[config.mk]
export PLATFORM = sky130hd
export DESIGN_NAME = motor_core
export DESIGN_NICKNAME = d
export VERILOG_FILES = /design/src/source/motor_pkg.sv /design/src/source/spi_cmd_port.sv /design/src/source/step_sequencer.sv /design/src/source/quad_decoder.sv /design/src/source/phase_driver.sv /design/src/source/motor_core.sv
export VERILOG_INCLUDE_DIRS = /design/src /design/src/include
export SDC_FILE = /design/constraint.sdc
export NUM_CORES = 1
export LEC_CHECK = 0
export ABC_CLOCK_PERIOD_IN_PS = 7500
export BUFFER_PORTS_ARGS = -buffer_cell sky130_fd_sc_hd__clkbuf_2
export CAP_MARGIN = 10
export CORE_MARGIN = 4
export CORE_UTILIZATION = 31
export DETAILED_ROUTE_END_ITERATION = 6
export SYNTH_ARGS = -nofsm -noshare
export SYNTH_HDL_FRONTEND = slang
export SYNTH_HIERARCHICAL = 1
export SYNTH_SLANG_ARGS = --single-unit
[constraint.sdc]
create_clock -name CLK -period 7.5 [get_ports CLK]
set_clock_uncertainty 0.1 [all_clocks]
set_input_delay 1.125 -clock CLK [delete_from_list [all_inputs] [get_ports CLK]]
set_output_delay 1.125 -clock CLK [all_outputs]
set_load 0.005 [all_outputs]
[src/include/motor_consts.svh]
`ifndef MOTOR_CONSTS_SVH
`define MOTOR_CONSTS_SVH

// Command word and SPI frame
`define MOTOR_DATA_W        32
`define MOTOR_OP_W          8
`define MOTOR_FRAME_BITS    40  // Opcode byte then data word
`define MOTOR_BITCNT_W      6

// Config fields
`define MOTOR_CURRENT_W     8
`define MOTOR_USTEP_W       3
`define MOTOR_MICROSTEP_MAX 6

// Electrical angle, 256 counts per cycle
`define MOTOR_PHASE_W       8
`define MOTOR_FULL_STEP     8'd64

// Free-running PWM
`define MOTOR_PWM_W         8
`define MOTOR_PWM_PERIOD    256

// Opcode codes
`define MOTOR_OP_NOP              8'h00
`define MOTOR_OP_SET_CURRENT      8'h01
`define MOTOR_OP_SET_MICROSTEPS   8'h02
`define MOTOR_OP_SET_DRIVE_ENABLE 8'h03
`define MOTOR_OP_READ_CONFIG      8'h10
`define MOTOR_OP_READ_POSITION    8'h11
`define MOTOR_OP_READ_ENCODER     8'h12
`define MOTOR_OP_READ_STATUS      8'h13

`endif

[src/source/motor_pkg.sv]
`include "motor_consts.svh"

package motor_pkg;

  // Writes below 8'h10, reads from 8'h10 up
  typedef enum logic [`MOTOR_OP_W-1:0] {
    op_nop              = `MOTOR_OP_NOP,
    op_set_current      = `MOTOR_OP_SET_CURRENT,
    op_set_microsteps   = `MOTOR_OP_SET_MICROSTEPS,
    op_set_drive_enable = `MOTOR_OP_SET_DRIVE_ENABLE,
    op_read_config      = `MOTOR_OP_READ_CONFIG,
    op_read_position    = `MOTOR_OP_READ_POSITION,
    op_read_encoder     = `MOTOR_OP_READ_ENCODER,
    op_read_status      = `MOTOR_OP_READ_STATUS
  } spi_opcode_t;

  typedef enum logic [1:0] {
    spi_idle,
    spi_opcode,
    spi_data,
    spi_done
  } spi_state_t;

  typedef struct packed {
    logic [`MOTOR_CURRENT_W-1:0] current;     // Coil amplitude at full step
    logic [`MOTOR_USTEP_W-1:0]   microsteps;  // Step size is 64 >> microsteps
    logic                        drive_enable;
  } motor_config_t;

  // Pin commands after synchronizing
  typedef struct packed {
    logic step_pulse;
    logic dir;
    logic enable;
  } step_cmd_t;

  typedef struct packed {
    logic [`MOTOR_PHASE_W-1:0] phase;
    logic                      active;
  } coil_drive_t;

endpackage

[src/source/spi_cmd_port.sv]
`timescale 1ns/1ps
`include "motor_consts.svh"

module spi_cmd_port (
  input  logic                            CLK,
  input  logic                            resetn,
  input  logic                            sck,
  input  logic                            cs,
  input  logic                            copi,
  input  logic signed [`MOTOR_DATA_W-1:0] position,
  input  logic signed [`MOTOR_DATA_W-1:0] enc_count,
  input  logic                            enc_fault,
  input  logic                            drive_active,
  output logic                            cipo,
  output motor_pkg::motor_config_t        cfg
);

  logic [2:0] sck_sync;
  logic [1:0] cs_sync;
  logic [1:0] copi_sync;
  logic       sck_rise;
  logic       sck_fall;
  logic       cs_n;
  logic       copi_bit;

  motor_pkg::spi_state_t          state;
  logic [`MOTOR_BITCNT_W-1:0]     bit_cnt;
  logic [`MOTOR_FRAME_BITS-1:0]   frame;
  logic [`MOTOR_DATA_W-1:0]       tx_shift;
  logic [`MOTOR_OP_W-1:0]         rx_op;
  logic [`MOTOR_OP_W-1:0]         wr_op;
  logic [`MOTOR_DATA_W-1:0]       wr_data;
  logic [`MOTOR_DATA_W-1:0]       rd_data;
  logic                           op_last;

  // SCK gets a third stage for edge detect
  assign sck_rise = sck_sync[1] & ~sck_sync[2];
  assign sck_fall = ~sck_sync[1] & sck_sync[2];
  assign cs_n     = cs_sync[1];
  assign copi_bit = copi_sync[1];

  // Eighth bit completes the opcode
  assign op_last = (state == motor_pkg::spi_opcode) && sck_rise &&
                   (bit_cnt == `MOTOR_OP_W - 1);
  assign rx_op   = {frame[`MOTOR_OP_W-2:0], copi_bit};

  assign wr_op   = frame[`MOTOR_FRAME_BITS-1 -: `MOTOR_OP_W];
  assign wr_data = frame[`MOTOR_DATA_W-1:0];

  always_comb begin
    case (motor_pkg::spi_opcode_t'(rx_op))
      motor_pkg::op_read_config:
        rd_data = {15'd0, cfg.drive_enable, 5'd0, cfg.microsteps, cfg.current};
      motor_pkg::op_read_position: rd_data = position;
      motor_pkg::op_read_encoder:  rd_data = enc_count;
      motor_pkg::op_read_status:   rd_data = {30'd0, drive_active, enc_fault};
      default:                     rd_data = '0;  // Writes shift out zeros
    endcase
  end

  always_ff @(posedge CLK) begin
    if (!resetn) begin
      sck_sync  <= '0;
      cs_sync   <= '1;
      copi_sync <= '0;
    end else begin
      sck_sync  <= {sck_sync[1:0], sck};
      cs_sync   <= {cs_sync[0], cs};
      copi_sync <= {copi_sync[0], copi};
    end
  end

  // Receive and transmit shift registers
  always_ff @(posedge CLK) begin
    if (sck_rise && (state == motor_pkg::spi_opcode || state == motor_pkg::spi_data))
      frame <= {frame[`MOTOR_FRAME_BITS-2:0], copi_bit};
    if (op_last)
      tx_shift <= rd_data;
    else if (sck_fall && state == motor_pkg::spi_data)
      tx_shift <= {tx_shift[`MOTOR_DATA_W-2:0], 1'b0};
  end

  always_ff @(posedge CLK) begin
    if (!resetn) begin
      state   <= motor_pkg::spi_idle;
      bit_cnt <= '0;
      cipo    <= 1'b0;
      cfg     <= '0;
    end else if (cs_n) begin
      // Frame end; a write counts only with exactly 40 bits
      if (state == motor_pkg::spi_done && bit_cnt == `MOTOR_FRAME_BITS) begin
        case (motor_pkg::spi_opcode_t'(wr_op))
          motor_pkg::op_set_current:
            cfg.current <= wr_data[`MOTOR_CURRENT_W-1:0];
          motor_pkg::op_set_microsteps:
            cfg.microsteps <= (wr_data > `MOTOR_MICROSTEP_MAX) ?
                              `MOTOR_USTEP_W'(`MOTOR_MICROSTEP_MAX) :
                              wr_data[`MOTOR_USTEP_W-1:0];
          motor_pkg::op_set_drive_enable:
            cfg.drive_enable <= wr_data[0];
          default: ;
        endcase
      end
      state <= motor_pkg::spi_idle;
      cipo  <= 1'b0;
    end else begin
      case (state)
        motor_pkg::spi_idle: begin
          state   <= motor_pkg::spi_opcode;
          bit_cnt <= '0;
        end
        motor_pkg::spi_opcode: begin
          if (sck_rise) begin
            bit_cnt <= bit_cnt + 1'b1;
            if (op_last)
              state <= motor_pkg::spi_data;
          end
        end
        motor_pkg::spi_data: begin
          if (sck_rise) begin
            bit_cnt <= bit_cnt + 1'b1;
            if (bit_cnt == `MOTOR_FRAME_BITS - 1)
              state <= motor_pkg::spi_done;
          end
          if (sck_fall)
            cipo <= tx_shift[`MOTOR_DATA_W-1];  // MSB first
        end
        motor_pkg::spi_done: begin
          // One extra bit is enough to spoil the frame
          if (sck_rise && bit_cnt == `MOTOR_FRAME_BITS)
            bit_cnt <= bit_cnt + 1'b1;
          if (sck_fall)
            cipo <= 1'b0;
        end
        default: state <= motor_pkg::spi_idle;
      endcase
    end
  end

endmodule

[src/source/step_sequencer.sv]
`timescale 1ns/1ps
`include "motor_consts.svh"

module step_sequencer (
  input  logic                             CLK,
  input  logic                             resetn,
  input  logic                             step,
  input  logic                             dir,
  input  logic                             enable,
  input  motor_pkg::motor_config_t         cfg,
  output logic signed [`MOTOR_DATA_W-1:0]  position,
  output logic                             drive_active,
  output motor_pkg::coil_drive_t           coil
);

  logic [1:0]                step_sync;
  logic [1:0]                dir_sync;
  logic [1:0]                en_sync;
  logic                      step_prev;
  motor_pkg::step_cmd_t      cmd;
  logic [`MOTOR_PHASE_W-1:0] phase;
  logic [`MOTOR_PHASE_W-1:0] step_size;

  assign cmd.step_pulse = step_sync[1] & ~step_prev;  // Rising edge only
  assign cmd.dir        = dir_sync[1];
  assign cmd.enable     = en_sync[1];

  assign drive_active = cmd.enable & cfg.drive_enable;
  assign step_size    = `MOTOR_FULL_STEP >> cfg.microsteps;

  assign coil.phase  = phase;
  assign coil.active = drive_active;

  always_ff @(posedge CLK) begin
    if (!resetn) begin
      step_sync <= '0;
      dir_sync  <= '0;
      en_sync   <= '0;
      step_prev <= 1'b0;
      position  <= '0;
      phase     <= '0;
    end else begin
      step_sync <= {step_sync[0], step};
      dir_sync  <= {dir_sync[0], dir};
      en_sync   <= {en_sync[0], enable};
      step_prev <= step_sync[1];
      if (cmd.step_pulse && drive_active) begin
        // Phase wraps modulo one electrical cycle
        if (cmd.dir) begin
          position <= position + 32'sd1;
          phase    <= phase + step_size;
        end else begin
          position <= position - 32'sd1;
          phase    <= phase - step_size;
        end
      end
    end
  end

endmodule

[src/source/quad_decoder.sv]
`timescale 1ns/1ps
`include "motor_consts.svh"

module quad_decoder (
  input  logic                            CLK,
  input  logic                            resetn,
  input  logic                            enc_a,
  input  logic                            enc_b,
  output logic signed [`MOTOR_DATA_W-1:0] count,
  output logic                            fault
);

  logic [1:0] a_sync;
  logic [1:0] b_sync;
  logic [1:0] cur_ab;
  logic [1:0] prev_ab;

  assign cur_ab = {a_sync[1], b_sync[1]};

  always_ff @(posedge CLK) begin
    if (!resetn) begin
      a_sync  <= '0;
      b_sync  <= '0;
      prev_ab <= '0;
      count   <= '0;
      fault   <= 1'b0;
    end else begin
      a_sync  <= {a_sync[0], enc_a};
      b_sync  <= {b_sync[0], enc_b};
      prev_ab <= cur_ab;
      // Forward has A leading B, 00 -> 10 -> 11 -> 01
      case ({prev_ab, cur_ab})
        4'b0010,
        4'b1011,
        4'b1101,
        4'b0100: count <= count + 32'sd1;
        4'b0001,
        4'b0111,
        4'b1110,
        4'b1000: count <= count - 32'sd1;
        4'b0011,
        4'b0110,
        4'b1001,
        4'b1100: fault <= 1'b1;  // Both edges at once, sticky until reset
        default: ;               // No change
      endcase
    end
  end

endmodule

[src/source/phase_driver.sv]
`timescale 1ns/1ps
`include "motor_consts.svh"

module phase_driver (
  input  logic                     CLK,
  input  logic                     resetn,
  input  motor_pkg::coil_drive_t   coil,
  input  motor_pkg::motor_config_t cfg,
  output logic                     phase_a1,
  output logic                     phase_a2,
  output logic                     phase_b1,
  output logic                     phase_b2
);

  // Quarter sine scaled to 256, entry 64 is the peak
  localparam logic [8:0] sine_tab [0:64] = '{
    9'd0,   9'd6,   9'd13,  9'd19,  9'd25,  9'd31,  9'd38,  9'd44,
    9'd50,  9'd56,  9'd62,  9'd68,  9'd74,  9'd80,  9'd86,  9'd92,
    9'd98,  9'd104, 9'd109, 9'd115, 9'd121, 9'd126, 9'd132, 9'd137,
    9'd142, 9'd147, 9'd152, 9'd157, 9'd162, 9'd167, 9'd172, 9'd177,
    9'd181, 9'd185, 9'd190, 9'd194, 9'd198, 9'd202, 9'd206, 9'd209,
    9'd213, 9'd216, 9'd220, 9'd223, 9'd226, 9'd229, 9'd231, 9'd234,
    9'd237, 9'd239, 9'd241, 9'd243, 9'd245, 9'd247, 9'd248, 9'd250,
    9'd251, 9'd252, 9'd253, 9'd254, 9'd255, 9'd255, 9'd256, 9'd256,
    9'd256
  };

  logic [1:0]              quad;
  logic [5:0]              offs;
  logic [6:0]              idx_fwd;
  logic [6:0]              idx_rev;
  logic [8:0]              mag_a;
  logic [8:0]              mag_b;
  logic                    neg_a;
  logic                    neg_b;
  logic [15:0]             prod_a;
  logic [15:0]             prod_b;
  logic [`MOTOR_PWM_W-1:0] pwm_cnt;
  logic [`MOTOR_PWM_W-1:0] amp_a_q;
  logic [`MOTOR_PWM_W-1:0] amp_b_q;
  logic                    neg_a_q;
  logic                    neg_b_q;

  assign quad    = coil.phase[`MOTOR_PHASE_W-1 -: 2];
  assign offs    = coil.phase[5:0];
  assign idx_fwd = {1'b0, offs};
  assign idx_rev = 7'd64 - idx_fwd;

  // Coil A follows cosine, coil B follows sine
  assign mag_a = sine_tab[quad[0] ? idx_fwd : idx_rev];
  assign mag_b = sine_tab[quad[0] ? idx_rev : idx_fwd];
  assign neg_a = quad[1] ^ quad[0];  // Quadrants 1 and 2
  assign neg_b = quad[1];            // Quadrants 2 and 3

  // Peak 256 * 255 still fits in 16 bits
  assign prod_a = mag_a * cfg.current;
  assign prod_b = mag_b * cfg.current;

  always_ff @(posedge CLK) begin
    if (!resetn) begin
      pwm_cnt  <= '0;
      amp_a_q  <= '0;
      amp_b_q  <= '0;
      neg_a_q  <= 1'b0;
      neg_b_q  <= 1'b0;
      phase_a1 <= 1'b0;
      phase_a2 <= 1'b0;
      phase_b1 <= 1'b0;
      phase_b2 <= 1'b0;
    end else begin
      pwm_cnt <= pwm_cnt + 1'b1;
      if (&pwm_cnt) begin  // New duty from the next period
        amp_a_q <= prod_a[15:8];
        amp_b_q <= prod_b[15:8];
        neg_a_q <= neg_a;
        neg_b_q <= neg_b;
      end
      phase_a1 <= coil.active & ~neg_a_q & (pwm_cnt < amp_a_q);
      phase_a2 <= coil.active & neg_a_q & (pwm_cnt < amp_a_q);
      phase_b1 <= coil.active & ~neg_b_q & (pwm_cnt < amp_b_q);
      phase_b2 <= coil.active & neg_b_q & (pwm_cnt < amp_b_q);
    end
  end

endmodule

[src/source/motor_core.sv]
`timescale 1ns/1ps
`include "motor_consts.svh"

module motor_core (
  input  logic CLK,
  input  logic resetn,
  input  logic sck,
  input  logic cs,
  input  logic copi,
  input  logic step,
  input  logic dir,
  input  logic enable,
  input  logic enc_a,
  input  logic enc_b,
  output logic cipo,
  output logic phase_a1,
  output logic phase_a2,
  output logic phase_b1,
  output logic phase_b2
);

  motor_pkg::motor_config_t        cfg;
  motor_pkg::coil_drive_t          coil;
  logic signed [`MOTOR_DATA_W-1:0] position;
  logic signed [`MOTOR_DATA_W-1:0] enc_count;
  logic                            enc_fault;
  logic                            drive_active;

  // Config and readback
  spi_cmd_port u_spi (
    .CLK          (CLK),
    .resetn       (resetn),
    .sck          (sck),
    .cs           (cs),
    .copi         (copi),
    .position     (position),
    .enc_count    (enc_count),
    .enc_fault    (enc_fault),
    .drive_active (drive_active),
    .cipo         (cipo),
    .cfg          (cfg)
  );

  step_sequencer u_seq (
    .CLK          (CLK),
    .resetn       (resetn),
    .step         (step),
    .dir          (dir),
    .enable       (enable),
    .cfg          (cfg),
    .position     (position),
    .drive_active (drive_active),
    .coil         (coil)
  );

  quad_decoder u_enc (
    .CLK    (CLK),
    .resetn (resetn),
    .enc_a  (enc_a),
    .enc_b  (enc_b),
    .count  (enc_count),
    .fault  (enc_fault)
  );

  // Two H-bridge coils
  phase_driver u_drv (
    .CLK      (CLK),
    .resetn   (resetn),
    .coil     (coil),
    .cfg      (cfg),
    .phase_a1 (phase_a1),
    .phase_a2 (phase_a2),
    .phase_b1 (phase_b1),
    .phase_b2 (phase_b2)
  );

endmodule

==> summary.md, run 1 <==
| Metric | Value |
|---|---|
| PortBufs | `14` |
| Placed wire-length estimate | `approximately 38000 um` |
| Final number of hold-violating endpoints | `0` |
| Die footprint | `approximately 0.067 mm2` |
| Overall power | `between 2 and 3 mW` |
| Crit Path Max Fanout | `34` |
| Vias in the first global route | `~17000` |
| DP Area | `approximately 0.021 mm2` |
| Max frequency | `roughly 140 MHz` |
| Core ar. | `0.0629 mm2` |
| Slew headroom | `0.322` |
| Clock slew seen by the registers of the worst setup and hold paths | `about 0.060 ns` |
| Synth top area share | `0.147` |
| Effective utilization at floorplan | `0.313` |
| Hold crit path type | `reg -> reg` |
| Tot GR Track Use | `0.151` |
| Total clock sinks | `between 200 and 250` |
| Pwr dens | `~120 mW/mm2` |
| # DRC | `0` |
| Avg Inst Size Synth | `approximately 8.6 um2` |
| Post-Place Cells | `3078` |
| Setup TNS | `0 ns` |
| Total CTS buffers | `25` |
| Peak supply drop | `around 140 uV` |
| DRT Wirelength | `between 50000 and 60000 um` |
| Crit-path cells | `inv_1 -> ha_1 -> buf_12 -> or3_1 -> nand2_2 -> clkinvlp_4 -> buf_4 -> o21ai_0 -> a31oi_1 -> a32oi_4 -> nand2_1 -> fa_1 -> fa_1 -> inv_1 -> fa_1 -> fa_1 -> ha_1 -> a2111o_1 -> a221o_1 -> or3_1 -> a41o_1 -> a31oi_1 -> nor4b_1 -> a211o_1` |
| I/O pin count | `15` |
| Delay of the slowest cell on the worst path | `about 0.55 ns` |
| Critical path class | `reg -> reg` |
| Root Buffer | `clkbuf_16` |
| Post-synth EDFFs | `72` |
| Post-synth top cells | `262 x nand2_1, 173 x ha_1, 162 x inv_1, 146 x a21oi_1, 144 x dfxtp_1` |
| Max clock buf depth | `3` |
| Total grt overflow | `0` |
| Lkg Pwr | `around 9 nW` |
| MaxCap Viol Count | `0` |
| Main flop type after synthesis | `dfxtp_1` |
| Share of cells above drive strength 1 | `0.0968` |
| H-tree level count | `1` |
| Cts hold-fix bufs | `0` |
| Crit. Startpoint | `u_seq/phase[1]$_SDFFE_PN0P_` |
| Via density | `around 5.3` |
| Largest net degree at the start of global routing | `between 70 and 80` |
| Final Max Tran Viols | `0` |
| Yosys cell types | `123` |
| Outcome | `finished, final reports clean` |
| Min cycle time layout | `~7 ns` |
| Required time worst endpoint | `slightly below 8 ns` |
| Non-Filler Instances | `roughly 3100` |
| Worst-Skew Late Latency | `between 0.5 and 0.6 ns` |
| Asr flop ratio synth | `0` |
| Worst hold start | `u_spi/cs_sync[0]$_SDFF_PN1_` |
| Critical path data arrival time | `roughly 7.5 ns` |
| Final core occ | `0.343` |
| Routability cong. | `~0.93` |
| Routed vias | `16600` |
| Area added between synthesis and finish | `9.74%` |
| Initial antenna violation count | `1` |
| WP buf/inv | `5` |
| Cell taking the most area after synthesis | `dfxtp_1` |
| CTS tree | `built` |
| WL/cell | `around 17 um` |
| ANT cells | `0` |
| Final setup viols | `0` |
| Drt first pass iters | `5` |
| Final instance area | `0.0216 mm2` |
| Synthesized flop and latch total | `about 220` |
| Die Wd | `about 260 um` |
| Syn_nets | `roughly 2600` |
| Worst path top cell family by delay | `adder cells` |
| CP startpoint kind | `register` |
| 1st-iter DRT viols | `~1000` |
| Area contributors post-synth | `dfxtp_1 15%, ha_1 11%, edfxtp_1 11%` |
| Row Count | `92` |
| Die span in y | `~260 um` |
| Fill cells | `approximately 6500` |
| Total Nets Final | `2531` |
| Yosys warns | `6` |
| CP dominant cell by count | `fa_1` |
| Critical-path top delay cell | `fa_1` |
| Antenna viol nets, final | `0` |
| Sequential element share of the synthesized area | `0.257` |
| Reg-to-reg startpoint | `u_seq/phase[1]$_SDFFE_PN0P_` |
| First-pass GRT wire length | `85800 um` |
| Cells after synthesis | `approximately 2300` |
| Worst slew pin tran | `approximately 1.0 ns` |
| Cell Area, Synth | `~0.020 mm2` |
| Period utilization | `0.956` |
| Crit. End Element | `register` |
| Count leader, synth | `nand2_1` |
-- area by class of cell --
type / count / area [um2] / share of cell area
Clock buffer: 31 / 648 / 0.0301
Timing Repair Buffer: 80 / 581 / 0.0269
Sequential cell: 216 / 5050 / 0.234
Clock inverter: 14 / 156 / 0.00726
Inverter: 165 / 623 / 0.0289
Tap cell: 846 / 1060 / 0.0491
Multi-Input combinational cell: 1777 / 13400 / 0.623
-- path summary, 6_finish.rpt --
check	end	slack (ns)	cells past startpoint
max	u_drv/amp_a_q[5]$_SDFFE_PN0P_	0.33	24
min	u_spi/cs_sync[1]$_SDFF_PN1_	0.32	1
max reg2reg	u_drv/amp_a_q[5]$_SDFFE_PN0P_	0.33	24
min reg2reg	u_spi/cs_sync[1]$_SDFF_PN1_	0.32	1
-- repair_timing --
item                                    4_1_cts  5_1_grt
endpoints found under the setup margin        0        8
buffers inserted                              0        6
resized for setup                             0       15
-- flip-flops by register name, summed over array words and instances, names as in the netlist, 8 cells and up --
signal,flops
u_spi/tx_shift,32
u_spi/frame,40
u_spi/cfg,12
u_seq/position,32
u_drv/amp_b_q,8
u_drv/amp_a_q,8
u_drv/pwm_cnt,8
u_enc/count,32
u_seq/phase,8
-- routing by layer --
layer,routed length (um),vias to the layer above,GRT usage
li1,-,8132,-
met1,24300,8040,0.205
met2,24400,354,0.257
met3,2090,70,0.0181
met4,1050,0,0.0385
met5,0,-,0
-- cell usage in the layout (no fill, tap or decap), types with 9 or more instances in the layout --
master / n
nand3_1: 59
edfxtp_1: 72
nor4_1: 13
xor2_1: 31
nand4_1: 22
nand2_1: 261
o21ai_1: 12
a21oi_1: 144
a21o_1: 45
a31oi_1: 19
o21bai_1: 14
clkbuf_2: 13
o22ai_1: 9
o21ai_0: 114
nor2b_1: 25
dfxtp_1: 141
a22oi_1: 23
o21a_1: 14
nand2b_1: 19
or3_1: 15
and3_1: 16
mux2i_1: 26
o211ai_1: 27
nand3b_1: 11
nor3_1: 54
inv_1: 161
o21ai_2: 14
fa_1: 83
o31ai_1: 15
buf_4: 66
clkbuf_16: 25
nor2_1: 130
xnor2_1: 53
and2_1: 103
o211a_1: 10
ha_1: 170
a211oi_1: 20
-- metrics by stage --
stage               worst slack (ns)  hold slack [ns]
finish                         0.332            0.319
global route                 -0.0134            0.340
CTS                            0.239            0.321
detailed placement             0.273            0.302
global placement               0.427            0.300
floorplan                     0.0470            0.286
-- cell families after synthesis --
family / count (synthesis) / synth area share
AND/OR/NAND/NOR: 791 / 0.206
XOR/XNOR: 87 / 0.0392
multiplexers: 32 / 0.0190
adder cells (fa/ha/maj): 257 / 0.195
flip-flops: 216 / 0.257
buffers and inverters: 297 / 0.0632
AO/OA/AOI/OAI: 610 / 0.220
-- report_power, final --
group	total [mW]	switching (mW)	internal [mW]
combinational	0.235	0.147	0.0875
sequential	1.24	0.0213	1.22
clock	1.21	0.490	0.718
Power figures use the tool's default switching activity.
==> inputs of run 2 (changes only) <==
ABC_AREA = 1   (was unset)
RECOVER_POWER = 50   (was unset)
SYNTH_HIERARCHICAL = unset   (was 1)
==> run 2 against run 1 <==
  * The flow now finishes with violations (max-capacitance violations, max-slew violations)
  * Wire length fell by 9.5%
  * Sequential share of layout area increased by 1.2 points
  * Worst setup slack gained 0.41 ns
  * Final cell count grew 7.7%
  * Fmax is 6.1% higher
  * Via count shrank 1.5%
==> summary.md, run 2 <==
| Metric | Value |
|---|---|
| Outcome | `complete, but fails checks` |
| Violated checks | `max-capacitance violations, max-slew violations` |
| Min cycle time layout | `6.76 ns (-0.413 ns)` |
| Main flop type after synthesis | `dfxtp_1` |
| Critical path class | `reg -> reg` |
| Pwr dens | `135 mW/mm2 (+8.4%)` |
| WL/cell | `13.9 um (-16%)` |
| Total clock sinks | `216 (unchanged)` |
| Critical path data arrival time | `7.11 ns (-0.37 ns)` |
| Die Wd | `254 um (-2.3%)` |
| Final number of hold-violating endpoints | `0 (unchanged)` |
| Count leader, synth | `nand2_1` |
| I/O pin count | `15 (unchanged)` |
| Setup TNS | `0 ns (unchanged)` |
| DRT Wirelength | `46900 um (-9.5%)` |
| Routability cong. | `0.880 (-5.8%)` |
| Sequential element share of the synthesized area | `0.269 (+0.0124)` |
| Worst-Skew Late Latency | `0.56 ns (+0.02 ns)` |
| Worst path top cell family by delay | `adder cells` |
| Non-Filler Instances | `3369 (+7.7%)` |
| 1st-iter DRT viols | `1040 (+0.68%)` |
| Asr flop ratio synth | `0 (unchanged)` |
| WP buf/inv | `11 (+6)` |
| Yosys cell types | `62 (-50%)` |
| Required time worst endpoint | `7.85 ns (+0.04 ns)` |
| Avg Inst Size Synth | `7.26 um2 (-15%)` |
| Largest net degree at the start of global routing | `72 (-6.5%)` |
| Initial antenna violation count | `0 (-1)` |
| Setup bufs post-CTS | `0 (unchanged)` |
| Post-synth EDFFs | `72 (unchanged)` |
| Overall power | `2.76 mW (+2.9%)` |
| PortBufs | `14 (unchanged)` |
| Yosys warns | `0 (-6)` |
| Synth top area share | `0.154 (+0.00710)` |
| Final setup margin | `0.745 ns (+0.413 ns)` |
| RSZ-0062 raised after global routing | `no` |
| Worst slew pin tran | `3.13 ns (+2.11 ns)` |
| Total grt overflow | `0 (unchanged)` |
| Area added between synthesis and finish | `9.20%` |
| Effective utilization at floorplan | `0.315 (+0.00256)` |
| Delay of the slowest cell on the worst path | `0.56 ns (about the same)` |
| Max frequency | `148 MHz (+6.1%)` |
| Critical-path top delay cell | `fa_1` |
| Commonest non-fill, non-tap cells in the layout | `472 x nand2_1, 442 x inv_1, 266 x nor2_1, 203 x a21oi_1, 186 x o21ai_0` |
| CTS tree | `built` |
| Max clock buf depth | `3 (unchanged)` |
| Most common cell after layout, fill and taps aside | `nand2_1` |
| Cell taking the most area after synthesis | `dfxtp_1` |
| Cells after synthesis | `2582 (+13%)` |
| Core ar. | `0.0595 mm2 (-5.4%)` |
| Share of cells above drive strength 1 | `0.0455 (-0.0513)` |
| Worst slack at placement | `0.793 ns (+0.521 ns)` |
| Period utilization | `0.901 (-0.0550)` |
| Syn_nets | `2854 (+12%)` |
| Fill cells | `6409 (-2.0%)` |
| Max FFs per register | `40 (unchanged)` |
| Post-synth top cells | `472 x nand2_1, 442 x inv_1, 266 x nor2_1, 204 x a21oi_1, 186 x o21ai_0` |
| Cell Area, Synth | `0.0187 mm2 (-4.6%)` |
| Peak supply drop | `139 uV (-1.5%)` |
| Crit Path Max Fanout | `10 (-71%)` |
| Drt first pass iters | `5 (unchanged)` |
| Cts hold-fix bufs | `0 (unchanged)` |
| CP startpoint kind | `register` |
| Post-Place Cells | `3323 (+8.0%)` |
| Hold crit path type | `reg -> reg` |
| Root Buffer | `clkbuf_16` |
| # DRC | `0 (unchanged)` |
| Placed wire-length estimate | `35200 um (-7.9%)` |
| Total CTS buffers | `25 (unchanged)` |
| # resized after CTS | `0 (unchanged)` |
| Final setup viols | `0 (unchanged)` |
| Final core occ | `0.344 (+0.00109)` |
| Final Max Tran Viols | `109 (+109)` |
| Crit. End Element | `register` |
| Via density | `4.85 (-8.5%)` |
| Tot GR Track Use | `0.145 (-0.00649)` |
| CP dominant cell by count | `inv_1` |
| Row Count | `89 (-3.3%)` |
| Routed vias | `16400 (-1.5%)` |
| Area contributors post-synth | `dfxtp_1 15%, ha_1 12%, edfxtp_1 12%` |
| Reg with most FFs | `u_spi.frame` |
| First-pass GRT wire length | `78300 um (-8.7%)` |
| Lkg Pwr | `9.82 nW (+8.9%)` |
| Synthesized flop and latch total | `216 (unchanged)` |
| Die span in y | `254 um (-2.3%)` |
| MaxCap Viol Count | `3 (+3)` |
| Die footprint | `0.0644 mm2 (-4.5%)` |
| Slew headroom | `-1.09 (-1.42)` |
| Clock slew seen by the registers of the worst setup and hold paths | `0.06 ns (about the same)` |
| Vias in the first global route | `15600 (-5.2%)` |
| Total Nets Final | `2849 (+13%)` |
| ANT cells | `0 (unchanged)` |
| Antenna viol nets, final | `0 (unchanged)` |
| H-tree level count | `1 (unchanged)` |
run 2: cell types whose count changed after synthesis, moves of 27 or more:
| cell | delta |
|---|---|
| nand2_1 | +210 |
| and2_1 | -103 |
| a21oi_1 | +58 |
| inv_1 | +280 |
| a21o_1 | -37 |
| nand3_1 | +66 |
| o21ai_0 | +71 |
| clkbuf_1 | -34 |
| nor2_1 | +136 |
| xnor2_1 | -27 |
run 2: per-stage QoR:
stage / hold slack [ns] / area (um2)
final: 0.312 / 20500
after global placement: 0.298 / 19700
after global routing: 0.327 / 20500
after detailed placement: 0.299 / 19700
after CTS: 0.313 / 20500
after floorplan: 0.290 / 18700
run 2: worst paths after layout:
kind	startpoint	end	slack [ns]	depth (start not counted)
max	u_seq.phase[1]$_SDFFE_PN0P_	u_drv.amp_a_q[6]$_SDFFE_PN0P_	0.74	36
min	u_spi.copi_sync[0]$_SDFF_PN0_	u_spi.copi_sync[1]$_SDFF_PN0_	0.31	2
max reg2reg	u_seq.phase[1]$_SDFFE_PN0P_	u_drv.amp_a_q[6]$_SDFFE_PN0P_	0.74	36
min reg2reg	u_spi.copi_sync[0]$_SDFF_PN0_	u_spi.copi_sync[1]$_SDFF_PN0_	0.31	2
run 2: metal layers:
layer,routed length (um),GRT usage,vias up
li1,-,-,8444
met4,1030,0.0309,0
met5,0,0,-
met2,21300,0.242,282
met3,1780,0.0162,62
met1,22800,0.203,7567
run 2: cell type report:
cell class / count / area [um2] / area share
clock buffers: 40 / 746 / 0.0365
multi-input cells: 1842 / 11700 / 0.571
inverters: 456 / 1710 / 0.0837
repair buffers: 36 / 223 / 0.0109
clock inverters: 6 / 80.1 / 0.00391
flip-flops and latches: 216 / 5040 / 0.247
well taps: 773 / 967 / 0.0473
run 2: logic make-up (layout without fill, tap and decap cells):
group / after synthesis / in the layout / synth area share
compound gates: 542 / 542 / 0.164
fa+ha+maj: 262 / 262 / 0.208
simple gates: 971 / 971 / 0.220
buf+inv: 524 / 538 / 0.107
flops: 216 / 216 / 0.269
xor+xnor: 67 / 67 / 0.0313
run 2: worst register-to-register path, delay by kind of cell (launching register included):
| family | cells | cell delay (ns) |
|---|---|---|
| AO/OA/AOI/OAI | 6 | 1.14 |
| adder cells (fa/ha/maj) | 7 | 3.12 |
| buffers and inverters | 11 | 0.82 |
| flip-flops | 1 | 0.49 |
| AND/OR/NAND/NOR | 12 | 1.00 |
run 2: where the power goes:
| group | leakage, nW | internal, mW | switching, mW |
|---|---|---|---|
| combinational | 7.59 | 0.0924 | 0.168 |
| clock | 0.400 | 0.723 | 0.523 |
| sequential | 1.82 | 1.23 | 0.0247 |
| total | 9.82 | 2.05 | 0.716 |
